==> src/rtl/cpu_consts.svh <==
// sizing macros for the 16-bit core; include wherever a width or depth is needed
`ifndef CPU_CONSTS_SVH
`define CPU_CONSTS_SVH

////////////////////////////////////////
// datapath
////////////////////////////////////////

// machine word and register width
`define CPU_DW 16

// general purpose registers, r7 is the link register
`define CPU_NREG 8
`define CPU_RA_W 3

////////////////////////////////////////
// memories
////////////////////////////////////////

// depth of each word memory, instruction and data alike
`define CPU_MEM_WORDS 256

// word address taken from byte address bits 8:1
`define CPU_MEM_AW 8

`endif

==> src/rtl/reg_file.sv <==
// general purpose register file of the core; two read ports and one write port
`timescale 1ns/100ps
`include "cpu_consts.svh"

module reg_file (
    input  logic                 clk,
    input  logic                 i_arst_n,
    input  logic [`CPU_RA_W-1:0] i_rd1_sel,
    input  logic [`CPU_RA_W-1:0] i_rd2_sel,
    input  logic [`CPU_RA_W-1:0] i_wr_sel,
    input  logic [`CPU_DW-1:0]   i_wr_data,
    input  logic                 i_wr_en,
    output logic [`CPU_DW-1:0]   o_rd1_data,
    output logic [`CPU_DW-1:0]   o_rd2_data
);

    logic [`CPU_DW-1:0] regs [`CPU_NREG];

    // write lands at the commit edge
    always_ff @(posedge clk or negedge i_arst_n) begin
        if (!i_arst_n) begin
            for (int i = 0; i < `CPU_NREG; i++) begin
                regs[i] <= '0;
            end
        end else if (i_wr_en) begin
            regs[i_wr_sel] <= i_wr_data;
        end
    end

    // reads see the value before this cycle's write
    assign o_rd1_data = regs[i_rd1_sel];
    assign o_rd2_data = regs[i_rd2_sel];

endmodule

==> config.mk <==
export PLATFORM = sky130hd
export DESIGN_NAME = reg_file
export DESIGN_NICKNAME = d
export VERILOG_FILES = /design/src/rtl/reg_file.sv
export VERILOG_INCLUDE_DIRS = /design/src /design/src/rtl
export SDC_FILE = /design/constraint.sdc
export NUM_CORES = 1
export LEC_CHECK = 0
export BUFFER_PORTS_ARGS = -buffer_cell sky130_fd_sc_hd__buf_2
export CAP_MARGIN = 20
export CORE_ASPECT_RATIO = 0.6
export CORE_MARGIN = 2
export CORE_UTILIZATION = 54
export DETAILED_ROUTE_END_ITERATION = 8
export GPL_TIMING_DRIVEN = 0
export PLACE_DENSITY_LB_ADDON = 0.2
export SYNTH_ARGS = -nofsm -noshare
export SYNTH_HDL_FRONTEND = slang
export SYNTH_SLANG_ARGS = --single-unit
==> constraint.sdc <==
create_clock -name clk -period 1.6 [get_ports clk]
set_clock_uncertainty 0.15 [all_clocks]
set_input_delay 0.24 -clock clk [delete_from_list [all_inputs] [get_ports clk]]
set_output_delay 0.24 -clock clk [all_outputs]
set_load 0.1 [all_outputs]
==> run_results.csv <==
group,metric,value,unit
synthesis,synth_cells,393,
finish,regMostFlops,"regs",
global_routing,grt_use_met3,0.0507,
synthesis,synth_top_cell_area_share,0.458,
place,dp_hpwl,10800,um
synthesis,synthArstFlopShare,1.00,
timing,whs,0.00904,ns
timing,final-hold-violation-count,0,
synthesis,yosys.area.top_type,"dfrtp_1",
cts,cts_sinks,128,
route,drtIter0Drc,217,
place,place.gp.congestion,0.757,
power_and_ir_drop,leakage,3.66,nW
synthesis,syn_area,7000,um2
floorplan,die_x,151,um
finish,top_regs,"regs (128)",
run,max-cap-violations,0,
setup_path,critical_path.max_stage_delay,0.49,ns
power_and_ir_drop,ir_worst_vdd,0.861,mV
route,viasPerCell,6.25,
place,dp.cells,615,
power_and_ir_drop,power.density,1540,nW/um2
setup_path,rr_worst_depth,3,
setup_path,cp_num_cells,3,
cts,cts_tree,"yes",
cts,cts.htree.levels,4,
timing,fin_crit,2.16,ns
setup_path,crit_fanout,3,
setup_path,reg2reg_from,"regs[42]",
floorplan,initial_utilization,0.550,
finish,ff_latch_area,3200,um2
floorplan,dieArea,13900,um2
global_routing,overflow,0,
global_routing,grt_pass1_wl,25200,um
global_routing,grt_antenna_before_repair,0,
synthesis,synth_top_flop_cell,"dfrtp_1",
route,drt_first_pass_iters,4,
synthesis,synth_cell_type_count,15,
synthesis,yosysSeqAreaShare,0.458,
synthesis,synth_warnings,0,
setup_path,path_buf_inv,1,
synthesis,syn_nets,421,
floorplan,rows,32,
place,portBuffers,51,
power_and_ir_drop,p_total,0.0133,W
setup_path,critPathArrivalTime,1.77,ns
setup_path,crit_path_cell_trace,"mux4_2 > mux2_4 > buf_12",
hold_path,holdPathEnd,"regs[47]",
setup_path,r2r_slack,0.44,ns
setup_path,startpoint_type,"flop",
setup_path,crit_family,"multiplexers",
timing,tightest_slew,0.523,ns
synthesis,netlist_top_cells_count,"mux2_2 (160), dfrtp_1 (128), mux4_1 (56)",
timing,relSlewSlack,0.652,
global_routing,grt_use_total,0.253,
synthesis,yosysMostFrequentCell,"mux2_2",
timing,rsz0062_at_grt,"yes",
floorplan,pin_count,60,
route,wl,16200,um
synthesis,synth-edff-count,0,
finish,area_growth,23.0,%
cts,clockBufferDepth,2,
timing,setup-violations-final,32,
route,final_antenna_net_count,0,
status,status,"complete, but fails checks",
synthesis,synthTopCellsByArea,"dfrtp_1 (46%), mux2_2 (26%), mux4_1 (21%)",
finish,fill_cells,838,
hold_path,hp-start,"i_wr_data[15]",
finish,diodes,0,
timing,period_share,1.35,
hold_path,min_path_cells,2,
finish,drive_above_1_share,0.732,
setup_path,critPathRequiredTime,1.21,ns
status,violations,"negative setup slack",
finish,stdcell_count,659,
route,via_count,4121,
setup_path,crit_slowest_cell,"mux4_2",
finish,multiInputGateArea,3480,um2
timing,finalMaxSlewViolations,0,
synthesis,synth-seq-cells,128,
setup_path,path_class,"reg -> out",
floorplan,core_area,12700,um2
cts,cts-root-buf,"clkbuf_16",
timing,layout_setup_ws,-0.557,ns
global_routing,grtUsageMet1,0.379,
global_routing,grt_pass1_vias,4348,
finish,nNetsFinal,505,
cts,clkSlewWorstSetupHoldPaths,0.06,ns
cts,clock_latency,0.41,ns
global_routing,grt-busiest-layer,"met1",
floorplan,dieHeight,92.2,um
route,drt-wirelength-per-cell,24.6,um
cts,cts_buffers,17,
route,drc,0,
setup_path,cp-end-kind,"primary output",
setup_path,r2r_end,"regs[42]",
hold_path,holdCritPathClass,"in -> reg",
finish,largest_reg_flops,128,
global_routing,grt_use_met2,0.375,
synthesis,avgSynthCellArea,17.8,um2
global_routing,grt_max_degree,105,
timing,max_freq,464,MHz
-- per-stage QoR --
step / instance area, um2 / worst slack [ns] / utilization / setup TNS, ns
floorplan: 7010 / -0.164 / - / -5.19
global placement: 7480 / -1.49 / 0.587 / -229.59
detailed placement: 7510 / -0.843 / 0.590 / -42.23
CTS: 8550 / -0.559 / 0.672 / -17.55
global route: 8610 / -0.602 / 0.676 / -18.47
finish: 8610 / -0.557 / 0.676 / -17.29
-- report_power, final --
| part | total [W] | switching, W | internal (W) |
|---|---|---|---|
| sequential | 0.00448 | 0.000516 | 0.00396 |
| combinational | 0.00538 | 0.00280 | 0.00258 |
| clock | 0.00340 | 0.00145 | 0.00195 |
| total | 0.0133 | 0.00476 | 0.00849 |
-- cell type report --
class,instances,share of cell area
plain buffers,33,0.0381
well taps,170,0.0247
clock inverters,14,0.0113
repair buffers,65,0.101
flip-flops and latches,128,0.372
clock buffers,17,0.0494
multi-input cells,232,0.404
-- kinds of logic after synthesis --
group / count (synthesis) / share of synthesized area
mux: 224 / 0.493
flops: 128 / 0.458
buf+inv: 33 / 0.0329
simple gates: 8 / 0.0163
-- placed cells by master (no fill, tap or decap), drive strengths merged --
master / count
and4bb: 1
buf: 91
clkbuf: 22
clkdlybuf4s15: 1
clkinv: 6
clkinvlp: 8
dfrtp: 128
dlygate4sd3: 1
mux2: 160
mux4: 64
nand4: 1
nand4b: 3
nor4b: 1
nor4bb: 2
-- timing repair --
action                                  CTS  global route
setup buffers                             4             8
pin swaps                                 0             1
hold buffers                              1             0
hold endpoints to repair                128             0
endpoints found under the setup margin   32            42
resized for setup                       139             0
-- worst max-delay path by stage --
stage | from | end
floorplan | i_rd1_sel[0] | o_rd1_data[10]
global placement | i_arst_n | regs[107]
detailed placement | i_rd2_sel[2] | o_rd2_data[2]
CTS | regs[42] | o_rd2_data[10]
global route | regs[13] | o_rd2_data[13]
finish | regs[8] | o_rd2_data[8]
-- routing by layer --
layer | vias up | share of wire
li1 | 1723 | -
met1 | 2248 | 0.45
met2 | 133 | 0.47
met3 | 17 | 0.076
met4 | 0 | 0.011
met5 | - | 0
Note: power is estimated with default switching activity, not from simulation.
