==> config.mk <==
export PLATFORM = sky130hd
export DESIGN_NAME = word_mem
export DESIGN_NICKNAME = d
export VERILOG_FILES = /design/src/rtl/word_mem.sv
export VERILOG_INCLUDE_DIRS = /design/src /design/src/rtl
export SDC_FILE = /design/constraint.sdc
export NUM_CORES = 2
export LEC_CHECK = 0
export BUFFER_PORTS_ARGS = -buffer_cell sky130_fd_sc_hd__clkbuf_2
export CORE_ASPECT_RATIO = 1.25
export CORE_MARGIN = 3
export CORE_UTILIZATION = 45
export DETAILED_ROUTE_END_ITERATION = 10
export HOLD_SLACK_MARGIN = 0.15
export PLACE_DENSITY_LB_ADDON = 0.3
export SLEW_MARGIN = 20
export SYNTH_ARGS = -nofsm -noshare
export SYNTH_HDL_FRONTEND = slang
export SYNTH_SLANG_ARGS = --single-unit
export TNS_END_PERCENT = 5
==> constraint.sdc <==
create_clock -name clk -period 3.55 [get_ports clk]
set_clock_uncertainty 0.1 [all_clocks]
set_input_delay 0.1775 -clock clk [delete_from_list [all_inputs] [get_ports clk]]
set_output_delay 0.1775 -clock clk [all_outputs]
set_load 0.01 [all_outputs]
==> src/rtl/cpu_consts.svh <==
// sizing macros for the 16-bit core; include wherever a width or depth is needed
`ifndef CPU_CONSTS_SVH
`define CPU_CONSTS_SVH

////////////////////////////////////////
// datapath
////////////////////////////////////////

// machine word and register width
`define CPU_DW 16

// general purpose registers, r7 is the link register
`define CPU_NREG 8
`define CPU_RA_W 3

////////////////////////////////////////
// memories
////////////////////////////////////////

// depth of each word memory, instruction and data alike
`define CPU_MEM_WORDS 256

// word address taken from byte address bits 8:1
`define CPU_MEM_AW 8

`endif

==> src/rtl/word_mem.sv <==
// word memory with combinational read and clocked write; serves as imem and dmem
`timescale 1ns/100ps
`include "cpu_consts.svh"

module word_mem (
    input  logic                   clk,
    input  logic [`CPU_MEM_AW-1:0] i_addr,
    input  logic [`CPU_DW-1:0]     i_wr_data,
    input  logic                   i_wr_en,
    output logic [`CPU_DW-1:0]     o_rd_data
);

    logic [`CPU_DW-1:0] mem [`CPU_MEM_WORDS];

    ////////////////////////////////////////
    // storage
    ////////////////////////////////////////

    always_ff @(posedge clk) begin
        if (i_wr_en) begin
            mem[i_addr] <= i_wr_data;
        end
    end

    // read straight from the array, same cycle
    assign o_rd_data = mem[i_addr];

endmodule

==> flow_metrics.env <==
export IMPL_status="finished with violations"
export IMPL_failed_checks="setup timing"
export IMPL_synth_area_per_cell_um2=23.1
export IMPL_cts_tree="done"
export IMPL_grt_pass1_vias=76843
export IMPL_stdcell_count=12325
export IMPL_fmaxAchievable_mhz=253
export IMPL_grt_max_degree=137
export IMPL_leakage_nw=56.0
export IMPL_root_buffer="clkbuf_16"
export IMPL_synth_seq_cells=4096
export IMPL_wl_per_cell_um=32.2
export IMPL_fp_dieH_um=662
export IMPL_path_cells="mux4_2 -> a22oi_2 -> a21oi_1 -> o41ai_2 -> buf_4 -> nand4_1 -> buf_4 -> clkbuf_2"
export IMPL_die_w_um=531
export IMPL_startpoint_type="register"
export IMPL_final_period_utilization_pct=111
export IMPL_largest_reg_flops=4096
export IMPL_dp_hpwl_um=244000
export IMPL_topRoutingLayerUsed="met5"
export IMPL_met3_length_um=31800
export IMPL_cp_data_arrival_time_ns=3.68
export IMPL_io_pins=42
export IMPL_clk_path_buf_depth=4
export IMPL_power_share_clock_pct=40.4
export IMPL_slowest_delay_ns=0.49
export IMPL_reg_top3="mem: 4096 flops"
export IMPL_vdd_ir_drop_max_uv=397
export IMPL_power_net_switching_mw=20.5
export IMPL_clock_sinks=4096
export IMPL_nets=7571
export IMPL_drt_iter0_markers=8995
export IMPL_slew_viol_final=0
export IMPL_post_cts_setup_buffer_count=0
export IMPL_place_gp_congestion=0.850
export IMPL_stdcell_area_um2=180000
export IMPL_p_seq_share_pct=54.3
export IMPL_setup_tns_ns=-3.91
export IMPL_fp_row_count=240
export IMPL_regMostFlops="mem"
export IMPL_fin_ws_ns=-0.403
export IMPL_ant_nets=0
export IMPL_hold_worst_slack_ns=0.228
export IMPL_p_per_area_nw_per_um2=544
export IMPL_vias=75343
export IMPL_power_frac_comb_pct=5.3
export IMPL_min_path_type="in -> reg"
export IMPL_grt_pass1_wl_um=573000
export IMPL_drive_gt1_share_pct=33.7
export IMPL_p_int_mw=77.6
export IMPL_crit_fanout=1
export IMPL_clkTransAtPathRegs_ns=0.06
export IMPL_relSlewSlack_pct=15.9
export IMPL_rsz0062_at_grt="yes"
export IMPL_place_inst=11623
export IMPL_dieArea_um2=352000
export IMPL_drc=0
export IMPL_htreeDepth=5
export IMPL_start_util_pct=45.3
export IMPL_overflow=0
export IMPL_seq_area_frac_synth_pct=79.3
export IMPL_synthCells=6711
export IMPL_ys_warn_count=0
export IMPL_placed_area_um2=167000
export IMPL_cp_slowest_cell="mux4_2"
export IMPL_drv_cap=0
export IMPL_min_period_ns=3.95
export IMPL_dr_wl_met2_um=196000
export IMPL_wirelength_met1_um=153000
export IMPL_setup_violations=16
export IMPL_timing_hold_violations_final=0
export IMPL_worst_pin_slew_ns=1.26
export IMPL_fill_cells=25847
export IMPL_p_sw_share_pct=20.9
export IMPL_tritoncts_num_buffers=374
export IMPL_yosysUniqueCellTypes=21
export IMPL_io_buffers=41
export IMPL_critical_path_required_ns=3.27
export IMPL_syn_cell_area_um2=155000
export IMPL_cp_end_kind="primary output"
export IMPL_grt_antenna_before_repair=17
export IMPL_drt_total_wl_um=397000
export IMPL_first_pass_iters=6
export IMPL_vias_per_cell=6.11
export IMPL_grt_usage_pct=22.6
export IMPL_criticalPathCategory="reg -> out"
export IMPL_timing_critical_path_mode_cell="buf_4"
export IMPL_core_area_um2=342000
export IMPL_areaGrowthSynthToFinish_pct=16.3
export IMPL_synth_nets=6737
==> area by class of cell <==
type | instances | area (um2) | share of cell area (%)
multi-input combinational | 2194 | 31500 | 17.5
inverter | 1 | 3.75 | 0.00208
sequential | 4096 | 123000 | 68.2
clock buffer | 447 | 9870 | 5.47
tap | 4477 | 5600 | 3.11
antenna | 9 | 22.5 | 0.0125
clock inverter | 223 | 2030 | 1.13
timing repair buffer | 878 | 8280 | 4.59
==> cell usage in the layout, fill, tap and decap left out, types with 5 or more instances in the layout <==
cell and count:
dlygate4sd3_1 22, buf_12 123, clkbuf_16 385, o41ai_1 24
nand3_2 8, a22oi_1 435, clkbuf_2 23, clkinvlp_4 21
nand4_1 16, clkinv_4 7, bufinv_16 34, nor3_2 30
nor2_2 23, diode_2 9, inv_6 5, nand2_1 25
o41ai_4 16, nor2_1 208, clkinv_1 90, buf_8 17
a22oi_2 77, a21oi_1 205, buf_4 691, clkbuf_1 62
o41ai_2 24, edfxtp_1 4096, nand3_1 5, clkinv_2 60
mux4_2 1024, a21oi_2 49
==> metal layers <==
metal	vias to the layer above	GRT usage [%]
met3	620	3.67
li1	30644	-
met4	10	8.15
met5	-	0
met2	3399	36.7
met1	40670	31.3
==> timing repair <==
item	4_1_cts	5_1_grt
hold endpoints to repair	3829	5
hold buffers	21	1
resized for setup	98	69
pin swaps	28	21
endpoints found under the setup margin	16	16
==> cell usage after synthesis <==
library cell     n  area [um2]
edfxtp_1      4096      123000
mux4_2        1024       23100
a22oi_1        512        3840
a21oi_1        256        1280
clkbuf_1       249         935
nor2_1         232         871
buf_2           76         380
o41ai_1         64         561
buf_1           54         203
nor3_1          30         150
nand2_1         28         105
buf_6           25         282
buf_4           16         120
nand4_1         16         100
nand3_1         13        65.1
nor2b_1          7        43.8
nand2b_1         6        37.5
and2_1           3        18.8
or2_2            2        12.5
inv_1            1        3.75
or3_1            1        6.26
==> cell families after synthesis <==
logic type             share of synthesized area, %
AOI/OAI and AO/OA                              3.67
buffers and inverters                          1.24
DFF                                            79.3
muxes                                          14.9
and+or+nand+nor                               0.909
==> power groups by stage <==
| stage | clock network (mW) | logic, mW | registers, mW |
|---|---|---|---|
| floorplan | 0 | 2.32 | 54.4 |
| global placement | 0 | 4.97 | 54.3 |
| detailed placement | 0 | 5.07 | 54.4 |
| CTS | 40.2 | 5.18 | 53.3 |
| global route | 42.1 | 5.45 | 53.3 |
| finish | 39.6 | 5.18 | 53.3 |
==> metrics by stage <==
step,utilization [%],power [mW],worst slack [ns]
5_1_grt,52.7,101,-0.545
4_1_cts,52.6,98.7,-0.469
2_1_floorplan,-,56.7,0.574
3_3_place_gp,48.9,59.3,-1.07
3_5_place_dp,48.9,59.4,-0.991
6_report,52.7,98.1,-0.403
==> path summary, 6_finish.rpt <==
path	slack [ns]	cells after the start	end	from
max	-0.40	8	o_rd_data[15]	mem[186][15]
min	0.23	2	mem[18][4]	i_wr_data[4]
==> worst max-delay path, delay by kind of cell (launching register included) <==
kind | cells | cell delay [ns]
flip-flops | 1 | 0.37
buffers and inverters | 3 | 0.68
AND/OR/NAND/NOR | 1 | 0.38
multiplexers | 1 | 0.49
AO/OA/AOI/OAI | 3 | 0.82
Power figures use the tool's default switching activity.
