$ cat src/rtl/cpu_consts.svh
// sizing macros for the 16-bit core; include wherever a width or depth is needed
`ifndef CPU_CONSTS_SVH
`define CPU_CONSTS_SVH

////////////////////////////////////////
// datapath
////////////////////////////////////////

// machine word and register width
`define CPU_DW 16

// general purpose registers, r7 is the link register
`define CPU_NREG 8
`define CPU_RA_W 3

////////////////////////////////////////
// memories
////////////////////////////////////////

// depth of each word memory, instruction and data alike
`define CPU_MEM_WORDS 256

// word address taken from byte address bits 8:1
`define CPU_MEM_AW 8

`endif

$ cat src/rtl/cpu_pkg.sv
// shared types of the core: opcodes, control fields and the retire record
`include "cpu_consts.svh"

package cpu_pkg;

    ////////////////////////////////////////
    // instruction encodings
    ////////////////////////////////////////

    typedef enum logic [4:0] {
        OP_HALT  = 5'b00000,
        OP_NOP   = 5'b00001,
        OP_J     = 5'b00100,
        OP_JR    = 5'b00101,
        OP_JAL   = 5'b00110,
        OP_ADDI  = 5'b01000,
        OP_SUBI  = 5'b01001,
        OP_XORI  = 5'b01010,
        OP_ANDNI = 5'b01011,
        OP_BEQZ  = 5'b01100,
        OP_BNEZ  = 5'b01101,
        OP_BLTZ  = 5'b01110,
        OP_BGEZ  = 5'b01111,
        OP_ST    = 5'b10000,
        OP_LD    = 5'b10001,
        OP_SLBI  = 5'b10010,
        OP_LBI   = 5'b11000,
        OP_BTR   = 5'b11001,
        OP_RGRP  = 5'b11011,
        OP_SEQ   = 5'b11100,
        OP_SLT   = 5'b11101,
        OP_SLE   = 5'b11110,
        OP_SCO   = 5'b11111
    } opcode_e;

    // sub is b minus a, andn is a and not b
    typedef enum logic [2:0] {
        ALU_ADD, ALU_SUB, ALU_XOR, ALU_ANDN, ALU_PASSB, ALU_SLBI, ALU_BTR, ALU_SET
    } alu_op_e;

    typedef enum logic [1:0] {SET_EQ, SET_LT, SET_LE, SET_CO} set_sel_e;

    typedef enum logic [1:0] {IMM_SEXT5, IMM_ZEXT5, IMM_SEXT8, IMM_ZEXT8} imm_sel_e;

    // rs field, rt field, r-format rd field, link register
    typedef enum logic [1:0] {DST_RS, DST_RT, DST_RD, DST_R7} dst_sel_e;

    typedef enum logic [1:0] {WB_ALU, WB_MEM, WB_PC2} wb_sel_e;

    typedef enum logic [2:0] {BR_NONE, BR_EQZ, BR_NEZ, BR_LTZ, BR_GEZ} br_cond_e;

    ////////////////////////////////////////
    // bundles
    ////////////////////////////////////////

    typedef struct packed {
        alu_op_e  alu_op;
        set_sel_e set_sel;
        imm_sel_e imm_sel;
        logic     alu_src_imm;
        dst_sel_e dst_sel;
        wb_sel_e  wb_sel;
        logic     reg_wr;
        logic     mem_rd;
        logic     mem_wr;
        br_cond_e br_cond;
        logic     jump;
        logic     jump_reg;
        logic     halt;
    } ctrl_t;

    // one record per committed instruction
    typedef struct packed {
        logic                  valid;
        logic [`CPU_DW-1:0]    pc;
        logic                  reg_wr;
        logic [`CPU_RA_W-1:0]  wr_reg;
        logic [`CPU_DW-1:0]    wr_data;
    } retire_t;

endpackage

$ cat src/rtl/alu.sv
// main datapath ALU; arithmetic, logic, byte ops and set-compare for the core
`timescale 1ns/100ps
`include "cpu_consts.svh"

module alu (
    input  logic [`CPU_DW-1:0] i_a,
    input  logic [`CPU_DW-1:0] i_b,
    input  cpu_pkg::alu_op_e   i_op,
    input  cpu_pkg::set_sel_e  i_set_sel,
    output logic [`CPU_DW-1:0] o_result,
    output logic               o_zero,
    output logic               o_neg
);

    logic [`CPU_DW:0]   sum;
    logic [`CPU_DW-1:0] diff;
    logic               ovf;
    logic               b_ge_a;
    logic               set_bit;
    logic [`CPU_DW-1:0] rev;

    ////////////////////////////////////////
    // shared adder and subtractor
    ////////////////////////////////////////

    // carry out of sum feeds sco
    assign sum  = {1'b0, i_a} + {1'b0, i_b};
    assign diff = i_b - i_a;

    // signed overflow of b - a
    assign ovf = (i_b[`CPU_DW-1] != i_a[`CPU_DW-1]) &&
                 (diff[`CPU_DW-1] != i_b[`CPU_DW-1]);

    // true sign of b - a, so b >= a signed
    assign b_ge_a = ~(diff[`CPU_DW-1] ^ ovf);

    always_comb begin
        case (i_set_sel)
            cpu_pkg::SET_EQ: set_bit = (diff == '0);
            cpu_pkg::SET_LT: set_bit = b_ge_a & (diff != '0);
            cpu_pkg::SET_LE: set_bit = b_ge_a;
            default:         set_bit = sum[`CPU_DW];
        endcase
    end

    // bit reverse of a for btr
    always_comb begin
        for (int i = 0; i < `CPU_DW; i++) begin
            rev[i] = i_a[`CPU_DW-1-i];
        end
    end

    ////////////////////////////////////////
    // result select
    ////////////////////////////////////////

    always_comb begin
        case (i_op)
            cpu_pkg::ALU_ADD:   o_result = sum[`CPU_DW-1:0];
            cpu_pkg::ALU_SUB:   o_result = diff;
            cpu_pkg::ALU_XOR:   o_result = i_a ^ i_b;
            cpu_pkg::ALU_ANDN:  o_result = i_a & ~i_b;
            cpu_pkg::ALU_PASSB: o_result = i_b;
            cpu_pkg::ALU_SLBI:  o_result = (i_a << 8) | i_b;
            cpu_pkg::ALU_BTR:   o_result = rev;
            default:            o_result = {{(`CPU_DW-1){1'b0}}, set_bit};
        endcase
    end

    // branch conditions look at rs itself
    assign o_zero = (i_a == '0);
    assign o_neg  = i_a[`CPU_DW-1];

endmodule

$ cat config.mk
export PLATFORM = sky130hd
export DESIGN_NAME = alu
export DESIGN_NICKNAME = d
export VERILOG_FILES = /design/src/rtl/cpu_pkg.sv /design/src/rtl/alu.sv
export VERILOG_INCLUDE_DIRS = /design/src /design/src/rtl
export SDC_FILE = /design/constraint.sdc
export NUM_CORES = 1
export LEC_CHECK = 0
export ABC_AREA = 1
export BUFFER_PORTS_ARGS = -buffer_cell sky130_fd_sc_hd__buf_2
export CORE_ASPECT_RATIO = 0.6
export CORE_MARGIN = 2
export CORE_UTILIZATION = 40
export DETAILED_ROUTE_END_ITERATION = 10
export GPL_ROUTABILITY_DRIVEN = 0
export SYNTH_ARGS = -nofsm -noshare
export SYNTH_HDL_FRONTEND = slang
export SYNTH_SLANG_ARGS = --single-unit
$ cat constraint.sdc
create_clock -name vclk -period 7.55
set_input_delay 0.3775 -clock vclk [all_inputs]
set_output_delay 0.3775 -clock vclk [all_outputs]
set_load 0.05 [all_outputs]
==> out/qor.yml <==
outcome: "completed"
power.leakage_nw: 1.852
via_per_inst: 5.830
cts-hold-fix-buffers: 0
dpl_cell_area_um2: 3167
cp_data_arrival_time_ns: 3.78
clockBufferCount: 0
crit_path_end_kind: "output port"
avgSynthCellArea_um2: 5.427
antenna_found_initial: 0
power.total_mw: 0.2899
finalNonFillerCells: 660
track_usage_pct: 28.95
num_antenna_cells: 0
fmax_mhz: 240.7
ys_seq_area_share_pct: 0
post_cts_resized: 0
p_per_area_nw_per_um2: 91.54
dieArea_um2: 7950
min_period_ns: 4.154
die_y_um: 69.87
drcViolationCount: 0
syn-cell-area_um2: 2893
yosysUniqueCellTypes: 39
rows: 23
synth.net_count: 619
placedCellCount: 660
layout-drive-gt1-share_pct: 12.22
first_iter_violations: 505
crit_end: "o_result[0]"
final_core_util_pct: 46.24
grt_pass1_vias: 3358
peakVddDrop_mv: 0.05226
crit_start: "i_a[6]"
hold_viol: 0
post_cts_buffers: 0
final_area_um2: 3167
slew_viol_final: 0
port_buffers: 55
synthToLayoutAreaGrowth_pct: 9.472
finalNetCount: 661
ios: 55
initial_core_util_pct: 42.24
register_area_um2: 0
grt_overflow: 0
startpoint_type: "input pin"
yosysWarningCount: 0
n_fill_cell: 756
max_slew_margin_pct: 49.27
postSynthCellCount: 533
ant_nets: 0
critical_path_class: "input pin to output port"
vias: 3848
drv_cap: 0
die_w_um: 113.8
grt_pass1_wl_mm: 18.04
rsz0062_at_grt: "false"
final_common_cell: "nand2_1"
hpwl_mm: 9.787
dr.pass1.iters: 5
core_area_um2: 6849
final_cell_mix: "nand2_1 (151), inv_1 (102), buf_2 (55)"
worst_pin_slew_ns: 0.7568
setup_viol: 0
post-route-period-util_pct: 55.03
seq_cells: 0
wl_mm: 11.83
tns_ns: 0
critPathMaxFanout: 10
wire_per_inst_um: 17.93
worstPathRequired_ns: 7.17
worst_hold_path_type: "input pin to output port"
grt_max_degree: 17
-- through the flow --
step,setup slack (ns),hold slack [ns]
final,3.396,1.091
after global routing,3.104,1.095
after CTS,3.491,1.090
after detailed placement,3.498,1.089
after global placement,3.506,1.081
after floorplan,4.133,0.9221
-- cells by family after synthesis --
| kind of cell | count (synthesis) | synth area share (%) |
|---|---|---|
| AOI/OAI and AO/OA | 89 | 19.38 |
| xor gates and xnor gates | 1 | 0.3028 |
| adders and majority gates | 49 | 21.97 |
| buffers and inverters | 121 | 17.69 |
| and+or+nand+nor | 273 | 40.66 |
-- layer usage --
| metal | up-vias | global-route usage [%] | share of wire (%) |
|---|---|---|---|
| li1 | 1819 | - | - |
| met3 | 16 | 10.07 | 16 |
| met1 | 1751 | 44.92 | 45 |
| met2 | 262 | 37.59 | 37 |
| met4 | 0 | 5.014 | 1.4 |
| met5 | - | 0 | 0 |
-- worst max-delay path: stages --
cell,delay (ns)
buf_2,0.18
inv_1,0.14
ha_1,0.51
nand2_1,0.17
nor2_2,0.17
and2_1,0.13
nand2_1,0.07
nand2_1,0.10
a21o_1,0.11
a21oi_1,0.06
fa_1,0.53
nand3_1,0.08
nor2_1,0.11
nand3_1,0.09
nor2_1,0.11
nand2_1,0.06
nor2_1,0.14
nand3_1,0.09
nand2_1,0.07
nand2_1,0.05
nand2_1,0.06
nand2_1,0.05
nand2_1,0.05
buf_2,0.26
-- worst min path at each step --
| stage | to | depth (start not counted) | from | slack [ns] |
|---|---|---|---|---|
| floorplan | o_neg | 1 | i_a[15] | 0.92 |
| global placement | o_neg | 2 | i_a[15] | 1.08 |
| detailed placement | o_neg | 2 | i_a[15] | 1.09 |
| CTS | o_neg | 2 | i_a[15] | 1.09 |
| global route | o_neg | 2 | i_a[15] | 1.10 |
| finish | o_neg | 2 | i_a[15] | 1.09 |
-- Yosys cell counts, types with 2 or more instances --
cell type / instances / share of area, %
o22ai_1: 13 / 2.8
ha_1: 46 / 20
nor3_1: 8 / 1.4
o21ai_0: 11 / 1.9
a221oi_1: 7 / 2.1
fa_1: 3 / 2.1
a211oi_1: 2 / 0.52
and2_1: 2 / 0.43
buf_6: 5 / 1.9
nand2_1: 151 / 20
nand3_2: 2 / 0.69
o211ai_1: 4 / 1.0
buf_2: 4 / 0.69
nand3b_1: 2 / 0.52
nor2_2: 4 / 0.86
o21ai_1: 2 / 0.35
nor2_1: 41 / 5.3
o221ai_1: 3 / 0.91
nand3_1: 44 / 7.6
inv_1: 102 / 13
nand4_1: 11 / 2.4
nand2_2: 5 / 1.1
a21oi_1: 32 / 5.5
o2111ai_1: 7 / 2.1
a31oi_1: 2 / 0.43
buf_4: 4 / 1.0
inv_2: 2 / 0.26
clkbuf_1: 3 / 0.39
-- power breakdown --
| part | switching [mW] | total (mW) | internal [mW] |
|---|---|---|---|
| clock network | 0 | 0 | 0 |
| registers | 0 | 0 | 0 |
| logic | 0.209 | 0.290 | 0.0808 |
-- final cells by class --
type / count / area [um^2] / area share, %
multi-input cells: 412 / 2381 / 75.19
inverters: 105 / 394.1 / 12.45
repair buffers: 56 / 282.8 / 8.929
well taps: 87 / 108.9 / 3.437
No activity file was read; power rests on OpenSTA's default activity.
