### config.mk
export PLATFORM = sky130hd
export DESIGN_NAME = ctrl_decode
export DESIGN_NICKNAME = d
export VERILOG_FILES = /design/src/rtl/cpu_pkg.sv /design/src/rtl/ctrl_decode.sv
export VERILOG_INCLUDE_DIRS = /design/src /design/src/rtl
export SDC_FILE = /design/constraint.sdc
export NUM_CORES = 1
export LEC_CHECK = 0
export ABC_AREA = 1
export ABC_CLOCK_PERIOD_IN_PS = 1000
export BUFFER_PORTS_ARGS = -buffer_cell sky130_fd_sc_hd__buf_4
export CORE_AREA = 4 4 41 43
export DETAILED_ROUTE_END_ITERATION = 10
export DIE_AREA = 0 0 45 47
export PLACE_DENSITY = 0.7
export SETUP_SLACK_MARGIN = 0.02
export SYNTH_ARGS = -nofsm -noshare
export SYNTH_HDL_FRONTEND = slang
export SYNTH_SLANG_ARGS = --single-unit
### constraint.sdc
create_clock -name vclk -period 1
set_input_delay 0.2 -clock vclk [all_inputs]
set_output_delay 0.2 -clock vclk [all_outputs]
set_load 0.05 [all_outputs]
### src/rtl/cpu_consts.svh
// sizing macros for the 16-bit core; include wherever a width or depth is needed
`ifndef CPU_CONSTS_SVH
`define CPU_CONSTS_SVH

////////////////////////////////////////
// datapath
////////////////////////////////////////

// machine word and register width
`define CPU_DW 16

// general purpose registers, r7 is the link register
`define CPU_NREG 8
`define CPU_RA_W 3

////////////////////////////////////////
// memories
////////////////////////////////////////

// depth of each word memory, instruction and data alike
`define CPU_MEM_WORDS 256

// word address taken from byte address bits 8:1
`define CPU_MEM_AW 8

`endif

### src/rtl/cpu_pkg.sv
// shared types of the core: opcodes, control fields and the retire record
`include "cpu_consts.svh"

package cpu_pkg;

    ////////////////////////////////////////
    // instruction encodings
    ////////////////////////////////////////

    typedef enum logic [4:0] {
        OP_HALT  = 5'b00000,
        OP_NOP   = 5'b00001,
        OP_J     = 5'b00100,
        OP_JR    = 5'b00101,
        OP_JAL   = 5'b00110,
        OP_ADDI  = 5'b01000,
        OP_SUBI  = 5'b01001,
        OP_XORI  = 5'b01010,
        OP_ANDNI = 5'b01011,
        OP_BEQZ  = 5'b01100,
        OP_BNEZ  = 5'b01101,
        OP_BLTZ  = 5'b01110,
        OP_BGEZ  = 5'b01111,
        OP_ST    = 5'b10000,
        OP_LD    = 5'b10001,
        OP_SLBI  = 5'b10010,
        OP_LBI   = 5'b11000,
        OP_BTR   = 5'b11001,
        OP_RGRP  = 5'b11011,
        OP_SEQ   = 5'b11100,
        OP_SLT   = 5'b11101,
        OP_SLE   = 5'b11110,
        OP_SCO   = 5'b11111
    } opcode_e;

    // sub is b minus a, andn is a and not b
    typedef enum logic [2:0] {
        ALU_ADD, ALU_SUB, ALU_XOR, ALU_ANDN, ALU_PASSB, ALU_SLBI, ALU_BTR, ALU_SET
    } alu_op_e;

    typedef enum logic [1:0] {SET_EQ, SET_LT, SET_LE, SET_CO} set_sel_e;

    typedef enum logic [1:0] {IMM_SEXT5, IMM_ZEXT5, IMM_SEXT8, IMM_ZEXT8} imm_sel_e;

    // rs field, rt field, r-format rd field, link register
    typedef enum logic [1:0] {DST_RS, DST_RT, DST_RD, DST_R7} dst_sel_e;

    typedef enum logic [1:0] {WB_ALU, WB_MEM, WB_PC2} wb_sel_e;

    typedef enum logic [2:0] {BR_NONE, BR_EQZ, BR_NEZ, BR_LTZ, BR_GEZ} br_cond_e;

    ////////////////////////////////////////
    // bundles
    ////////////////////////////////////////

    typedef struct packed {
        alu_op_e  alu_op;
        set_sel_e set_sel;
        imm_sel_e imm_sel;
        logic     alu_src_imm;
        dst_sel_e dst_sel;
        wb_sel_e  wb_sel;
        logic     reg_wr;
        logic     mem_rd;
        logic     mem_wr;
        br_cond_e br_cond;
        logic     jump;
        logic     jump_reg;
        logic     halt;
    } ctrl_t;

    // one record per committed instruction
    typedef struct packed {
        logic                  valid;
        logic [`CPU_DW-1:0]    pc;
        logic                  reg_wr;
        logic [`CPU_RA_W-1:0]  wr_reg;
        logic [`CPU_DW-1:0]    wr_data;
    } retire_t;

endpackage

### src/rtl/ctrl_decode.sv
// opcode decoder of the core; turns an instruction word into the control bundle
`timescale 1ns/100ps
`include "cpu_consts.svh"

module ctrl_decode (
    input  logic [`CPU_DW-1:0] i_instr,
    output cpu_pkg::ctrl_t     o_ctrl,
    output logic               o_illegal
);

    cpu_pkg::opcode_e op;

    assign op = cpu_pkg::opcode_e'(i_instr[15:11]);

    always_comb begin
        // all zero is a harmless bubble
        o_ctrl    = '0;
        o_illegal = 1'b0;
        case (op)
            cpu_pkg::OP_HALT: begin
                o_ctrl.halt = 1'b1;
            end
            cpu_pkg::OP_NOP: begin
                o_ctrl.reg_wr = 1'b0;
            end
            cpu_pkg::OP_J: begin
                o_ctrl.jump = 1'b1;
            end
            cpu_pkg::OP_JAL: begin
                o_ctrl.jump    = 1'b1;
                o_ctrl.reg_wr  = 1'b1;
                o_ctrl.dst_sel = cpu_pkg::DST_R7;
                o_ctrl.wb_sel  = cpu_pkg::WB_PC2;
            end
            // jr target comes out of the alu as rs + sext(imm8)
            cpu_pkg::OP_JR: begin
                o_ctrl.jump_reg    = 1'b1;
                o_ctrl.alu_op      = cpu_pkg::ALU_ADD;
                o_ctrl.imm_sel     = cpu_pkg::IMM_SEXT8;
                o_ctrl.alu_src_imm = 1'b1;
            end
            cpu_pkg::OP_ADDI, cpu_pkg::OP_SUBI, cpu_pkg::OP_XORI, cpu_pkg::OP_ANDNI: begin
                o_ctrl.alu_src_imm = 1'b1;
                o_ctrl.reg_wr      = 1'b1;
                o_ctrl.dst_sel     = cpu_pkg::DST_RT;
                o_ctrl.imm_sel     = i_instr[12] ? cpu_pkg::IMM_ZEXT5 : cpu_pkg::IMM_SEXT5;
                case (op)
                    cpu_pkg::OP_ADDI: o_ctrl.alu_op = cpu_pkg::ALU_ADD;
                    cpu_pkg::OP_SUBI: o_ctrl.alu_op = cpu_pkg::ALU_SUB;
                    cpu_pkg::OP_XORI: o_ctrl.alu_op = cpu_pkg::ALU_XOR;
                    default:          o_ctrl.alu_op = cpu_pkg::ALU_ANDN;
                endcase
            end
            // branch test is on rs, offset is sext(imm8)
            cpu_pkg::OP_BEQZ: begin
                o_ctrl.br_cond = cpu_pkg::BR_EQZ;
                o_ctrl.imm_sel = cpu_pkg::IMM_SEXT8;
            end
            cpu_pkg::OP_BNEZ: begin
                o_ctrl.br_cond = cpu_pkg::BR_NEZ;
                o_ctrl.imm_sel = cpu_pkg::IMM_SEXT8;
            end
            cpu_pkg::OP_BLTZ: begin
                o_ctrl.br_cond = cpu_pkg::BR_LTZ;
                o_ctrl.imm_sel = cpu_pkg::IMM_SEXT8;
            end
            cpu_pkg::OP_BGEZ: begin
                o_ctrl.br_cond = cpu_pkg::BR_GEZ;
                o_ctrl.imm_sel = cpu_pkg::IMM_SEXT8;
            end
            cpu_pkg::OP_ST: begin
                o_ctrl.alu_src_imm = 1'b1;
                o_ctrl.mem_wr      = 1'b1;
            end
            cpu_pkg::OP_LD: begin
                o_ctrl.alu_src_imm = 1'b1;
                o_ctrl.mem_rd      = 1'b1;
                o_ctrl.reg_wr      = 1'b1;
                o_ctrl.dst_sel     = cpu_pkg::DST_RT;
                o_ctrl.wb_sel      = cpu_pkg::WB_MEM;
            end
            cpu_pkg::OP_SLBI, cpu_pkg::OP_LBI: begin
                o_ctrl.alu_src_imm = 1'b1;
                o_ctrl.reg_wr      = 1'b1;
                o_ctrl.dst_sel     = cpu_pkg::DST_RS;
                o_ctrl.alu_op  = (op == cpu_pkg::OP_LBI) ? cpu_pkg::ALU_PASSB : cpu_pkg::ALU_SLBI;
                o_ctrl.imm_sel = (op == cpu_pkg::OP_LBI) ? cpu_pkg::IMM_SEXT8 : cpu_pkg::IMM_ZEXT8;
            end
            cpu_pkg::OP_BTR: begin
                o_ctrl.alu_op  = cpu_pkg::ALU_BTR;
                o_ctrl.reg_wr  = 1'b1;
                o_ctrl.dst_sel = cpu_pkg::DST_RD;
            end
            // function bits pick add, sub, xor, andn
            cpu_pkg::OP_RGRP: begin
                o_ctrl.alu_op  = cpu_pkg::alu_op_e'({1'b0, i_instr[1:0]});
                o_ctrl.reg_wr  = 1'b1;
                o_ctrl.dst_sel = cpu_pkg::DST_RD;
            end
            cpu_pkg::OP_SEQ, cpu_pkg::OP_SLT, cpu_pkg::OP_SLE, cpu_pkg::OP_SCO: begin
                o_ctrl.alu_op  = cpu_pkg::ALU_SET;
                o_ctrl.set_sel = cpu_pkg::set_sel_e'(i_instr[12:11]);
                o_ctrl.reg_wr  = 1'b1;
                o_ctrl.dst_sel = cpu_pkg::DST_RD;
            end
            default: begin
                o_illegal = 1'b1;
            end
        endcase
    end

endmodule

==> metrics.txt, run 1 <==
run status stopped before the end; Last stage global routing; First Err [ERROR DPL-0038] Utilization greater than 100%, impossible to legalize; Starting Density 0.300; syn nets 99; Synth Area in Simple Gates 0.734; Synth top cells by count 25 x nand2_1, 14 x inv_1, 14 x nand3_1, 10 x nor2_1, 4 x inv_2; Post-Synthesis Cell Area 390 sq um; I/O pin cnt 38; sequential share of the synthesized area 0; Synth warnings 0; GR repair worst EP o_ctrl[18]; XOR/XNOR Fraction of Synth Area 0; HPWL after DPL 1270 um; most common cell in the synthesized netlist nand2_1; Die W 45 um; largest net degree at the start of global routing 11; hold buffer count at cts 0; Port Buf Inserts 29; cells after synthesis 83; top-area cell type share of the netlist area 0.240; main combinational cell family by area after synthesis simple AND/OR/NAND/NOR gates; complex-gate fraction of the synthesized area 0.0321; average cell area after synthesis 4.70 sq um; Synth area leaders nand2_1 24%, nand3_1 18%, inv_1 13%, nor2_1 9.6%, nor2_4 5.8%; # placed instances 147; worst endpoint pin kind top-level output; Distinct cells, synth 18; mux share of post-synthesis cell area 0; Post-Synth Adder-Cell Area 0; Die H 47 um; Placer Congestion 0.799; area leader, netlist nand2_1; row cnt 13
==> metrics by stage <==
step	worst slack, ns	cell area, sq um	hold slack [ns]
floorplan	-0.252	582	0.466
global placement	-0.403	936	0.801
detailed placement	-0.414	936	0.793
CTS	-0.297	1240	0.772
==> cells by family after synthesis <==
| kind of cell | count (synthesis) |
|---|---|
| and+or+nand+nor | 60 |
| buffers and inverters | 21 |
| AOI/OAI and AO/OA | 2 |
==> timing repair <==
| item | 4_1_cts |
|---|---|
| setup buffers | 2 |
| cloned | 0 |
| endpoints found under the setup margin | 22 |
| resized for setup | 83 |
| pin swaps | 18 |
==> run 2, diff against run 1 <==
--- a/config.mk
+++ b/config.mk
@@ -7,13 +7,12 @@
 export NUM_CORES = 1
 export LEC_CHECK = 0
 export ABC_AREA = 1
-export ABC_CLOCK_PERIOD_IN_PS = 1000
+export ABC_CLOCK_PERIOD_IN_PS = 1300
 export BUFFER_PORTS_ARGS = -buffer_cell sky130_fd_sc_hd__buf_4
-export CORE_AREA = 4 4 41 43
+export CORE_AREA = 4 4 65 67
 export DETAILED_ROUTE_END_ITERATION = 10
-export DIE_AREA = 0 0 45 47
-export PLACE_DENSITY = 0.7
-export SETUP_SLACK_MARGIN = 0.02
+export DIE_AREA = 0 0 69 71
+export PLACE_DENSITY_LB_ADDON = 0.15
 export SYNTH_ARGS = -nofsm -noshare
 export SYNTH_HDL_FRONTEND = slang
 export SYNTH_SLANG_ARGS = --single-unit
==> constraint.sdc (replaced) <==
create_clock -name vclk -period 1.3
set_input_delay 0.26 -clock vclk [all_inputs]
set_output_delay 0.26 -clock vclk [all_outputs]
set_load 0.05 [all_outputs]
==> metrics.txt, run 2 <==
vias per cell 3.78; Synth warnings 0; Synth top cells by count 25 x nand2_1, 14 x inv_1, 14 x nand3_1, 10 x nor2_1, 4 x inv_2; HPWL after DPL 1470 um; syn nets 99; Worst Path Arrival 1.15 ns; initial antenna violation count 0; Nets 158; commonest non-fill, non-tap cell in the layout buf_4; die area 4900 sq um; Post-route DRC 0; met3 usage 0.00710; vias in the first global route 703; min Tclk post-route 1.41 ns; Antenna diodes 0; failing checks negative setup slack; layout cell share with drive strength beyond 1 0.857; Die W 69 um; maximum clock rate 709 MHz; Max IR drop VDD 116 uV; First DRT Iteration DRCs 2; Port Buf Inserts 29; Die H 71 um; Total GRT Usage 0.0731; Starting Density 0.107; most used routing layer met2; Synth area leaders nand2_1 24%, nand3_1 18%, inv_1 13%, nor2_1 9.6%, nor2_4 5.8%; Max-cap violations 0; final WL 1870 um; top-area cell type share of the netlist area 0.240; cells after synthesis 83; CP max-delay cell nor2_4; commonest non-fill, non-tap cells in the layout 27 x buf_4, 18 x buf_6, 12 x buf_8; met1 usage 0.0911; crit-path max FO 7; total chip power 0.503 mW; sequential cell area 0 sq um; final core utilization 0.371; placed inst area 988 sq um; Slew Limit Fails 0; total gr overflow 0; crit-path cells buf_12, nor2_4, nand2_4, nor2_4, nor2_4, nand2_2, nor2_4, buf_6; Power Dens Cells 374 nW/um^2; first-pass GRT wire length 3170 um; largest net degree at the start of global routing 10; sequential share of the synthesized area 0; Critical Path Source i_instr[13]; most frequent cell on the critical path nor2_4; WP data required 1.04 ns; CP max stage delay 0.22 ns; Worst Setup Path Type input port to output port; most common cell in the synthesized netlist nand2_1; area leader, netlist nand2_1; Hold Crit Start i_instr[11]; Post-Synthesis Cell Area 390 sq um; Pleak 0.701 nW; measured slew at the worst slew-check pin 0.239 ns; GR Util met2 0.143; hold_ws 0.858 ns; TritonRoute pass-1 iters 3; Routed Antenna Nets 0; Placer Congestion 0.734; Distinct cells, synth 18; Area Growth Syn to Fin 245%; unrepaired setup endpoints after global routing yes; hold crit path type input port to output port; endpoints failing hold 0; Core ar. 3630 sq um; I/O pin cnt 38; Worst setup SP type input port; sequential cell count 0; slew margin rel. 0.840; # fillers 399; Wirelength per Cell 9.96 um; critical path endpoint category output port; Final WS setup -0.111 ns; average cell area after synthesis 4.70 sq um; detailed-route via count 710; final instance area 1350 sq um; final worst path period share 1.09; row cnt 22; run status finished, violations left; setup TNS -0.932 ns; clock buffers 0; hold buffer count at cts 0; final setup fails 13
==> run 2: area by class of cell <==
type | count | area, sq um | area share
multi-input cells | 62 | 549 | 0.408
inverters | 18 | 91.3 | 0.0678
repair buffers | 60 | 646 | 0.480
well taps | 48 | 60.1 | 0.0446
==> run 2: timing repair <==
action	in CTS	in global routing
buffers inserted	3	2
gates resized for setup	64	27
pin swaps	16	7
endpoints found under the setup margin	19	19
==> run 2: logic make-up (layout without fill, tap and decap cells) <==
logic type,Yosys count,count (layout),share of synthesized area
compound gates,2,2,0.0320
simple gates,60,60,0.734
buf+inv,21,78,0.234
==> run 2: power by group <==
| part | leakage [nW] | switching, mW | internal, mW |
|---|---|---|---|
| combinational | 0.701 | 0.290 | 0.213 |
| clock | 0 | 0 | 0 |
| sequential | 0 | 0 | 0 |
==> run 2: worst paths after layout <==
kind   endpoint  slack (ns)  cells after the start
max   o_illegal       -0.11                      8
min   o_ctrl[2]        0.86                      3
==> run 2: through the flow <==
step / std cells / setup slack (ns)
3_5_place_dp: 183 / -0.246
5_1_grt: 188 / -0.176
2_1_floorplan: 83 / -0.0679
6_report: 188 / -0.111
4_1_cts: 186 / -0.124
3_3_place_gp: 183 / -0.247
==> run 2: worst max-delay path, delay by kind of cell <==
kind          cells  cell delay [ns]
simple gates      6             0.62
buf+inv           2             0.25
==> run 2: metal layers <==
layer,part of all wire,routed length (um)
met1,0.41,770
met2,0.55,1030
met3,0.040,74
met4,0,0
met5,0,0
Note: power is estimated with default switching activity, not from simulation.
==> run 3, diff against run 2 <==
--- a/config.mk
+++ b/config.mk
@@ -7,7 +7,7 @@
 export NUM_CORES = 1
 export LEC_CHECK = 0
 export ABC_AREA = 1
-export ABC_CLOCK_PERIOD_IN_PS = 1300
+export ABC_CLOCK_PERIOD_IN_PS = 1400
 export BUFFER_PORTS_ARGS = -buffer_cell sky130_fd_sc_hd__buf_4
 export CORE_AREA = 4 4 65 67
 export DETAILED_ROUTE_END_ITERATION = 10
==> constraint.sdc (replaced) <==
create_clock -name vclk -period 1.4
set_input_delay 0.28 -clock vclk [all_inputs]
set_output_delay 0.28 -clock vclk [all_outputs]
set_load 0.05 [all_outputs]
==> metrics.txt, run 3 (same netlist as run 2, synthesis figures left out) <==
Power Dens Cells 357 nW/um^2; Hold Path Cell Cnt 4; final worst path period share 1.03; total chip power 0.448 mW; Antenna diodes 0; non-filler cells, final 180; Switch Pwr 0.259 mW; Logic pwr share 1.000; row cnt 22; slew margin rel. 0.863; sequential cell count 0; Reg power frac 0; vias in the first global route 670; Slew Limit Fails 0; final setup fails 7; Worst Setup Slack post-DPL -0.182 ns; unrepaired setup endpoints after global routing yes; sequential cell area 0 sq um; run status finished, violations left; I/O pin cnt 38; commonest non-fill, non-tap cells in the layout 25 x buf_4, 12 x buf_6, 11 x buf_8, 10 x nand2_2; # placed instances 175; hold buffer count at cts 0; Max-cap violations 0; Hold Crit Start i_instr[1]; Final WS setup -0.0403 ns; Clock power frac 0; clock buffers 0; failing checks negative setup slack; Wirelength per Cell 9.76 um; maximum clock rate 694 MHz; Nets 150; min Tclk post-route 1.44 ns; Int Pwr 0.189 mW; WP data required 1.12 ns; final WL 1760 um; Starting Density 0.107; crit-path max FO 5; Routed Antenna Nets 0; Post-route DRC 0; measured slew at the worst slew-check pin 0.205 ns; Pleak 0.650 nW; detailed-route via count 689; first-pass GRT wire length 2990 um; Worst Setup Path Type input port to output port; Hold Path Sink o_ctrl[19]; critical path endpoint category output port; total gr overflow 0; Core ar. 3630 sq um; Net Sw Frac 0.579; initial antenna violation count 0; endpoints failing hold 0; Die W 69 um; Worst Path Arrival 1.16 ns; TritonRoute pass-1 iters 2; vias per cell 3.83; hold crit path type input port to output port; Die H 71 um; largest net degree at the start of global routing 11; commonest non-fill, non-tap cell in the layout buf_4; Total GRT Usage 0.0699; First DRT Iteration DRCs 5; Worst setup SP type input port; Area Growth Syn to Fin 221%; Port Buf Inserts 29; Placer Congestion 0.730; die area 4900 sq um; layout cell share with drive strength beyond 1 0.811; HPWL after DPL 1410 um; Max IR drop VDD 86.7 uV
-- run 3: cell count changes in the layout (fill, tap and decap cells not counted), sizes merged --
cell	before	now
buf	60	52
-- run 3: worst max-delay path by stage --
| stage | start | to | cells past startpoint |
|---|---|---|---|
| finish | i_instr[13] | o_illegal | 9 |
| floorplan | i_instr[15] | o_ctrl[3] | 4 |
| global placement | i_instr[14] | o_illegal | 8 |
| CTS | i_instr[14] | o_illegal | 10 |
| detailed placement | i_instr[14] | o_illegal | 8 |
| global route | i_instr[13] | o_illegal | 9 |
-- run 3: timing repair --
action / CTS / global route
setup buffers: 3 / 2
endpoints found under the hold margin: 0 / 0
gates resized for setup: 47 / 43
pin swaps: 12 / 20
setup endpoints to repair: 19 / 18
-- run 3: critical path: stages --
cell	delay (ns)
buf_12	0.11
nor2_4	0.20
buf_4	0.15
nand2_2	0.06
nand2_4	0.07
nor2_4	0.04
nand2_2	0.07
nor2_4	0.04
buf_8	0.14
-- run 3: area by class of cell --
cell class                      count  area (sq um)
Timing Repair Buffer               52           568
Fill cell                         409          2380
Inverter                           18          78.8
Tap cell                           48          60.1
Multi-Input combinational cell     62           547
-- run 3: per-stage QoR --
step	utilization	setup TNS, ns	instance area, sq um	hold slack (ns)
3_5_place_dp	0.235	-1.76	853	0.933
6_report	0.345	-0.169	1250	0.890
5_1_grt	0.345	-0.856	1250	0.903
4_1_cts	0.299	-0.178	1080	0.882
2_1_floorplan	-	-0.778	474	0.626
3_3_place_gp	0.235	-1.83	853	0.932
-- run 3: power by group through the flow --
| stage | clock network (mW) | logic [mW] | registers, mW |
|---|---|---|---|
| final | 0 | 0.448 | 0 |
| after global placement | 0 | 0.328 | 0 |
| after global routing | 0 | 0.476 | 0 |
| after detailed placement | 0 | 0.328 | 0 |
| after CTS | 0 | 0.407 | 0 |
| after floorplan | 0 | 0.216 | 0 |
-- run 3: per-layer routing --
metal | GRT usage | share of wire | routed length (um)
met5 | 0 | 0 | 0
met4 | 0 | 0 | 0
met3 | 0.00568 | 0.045 | 79
met2 | 0.133 | 0.53 | 924
met1 | 0.0904 | 0.43 | 752
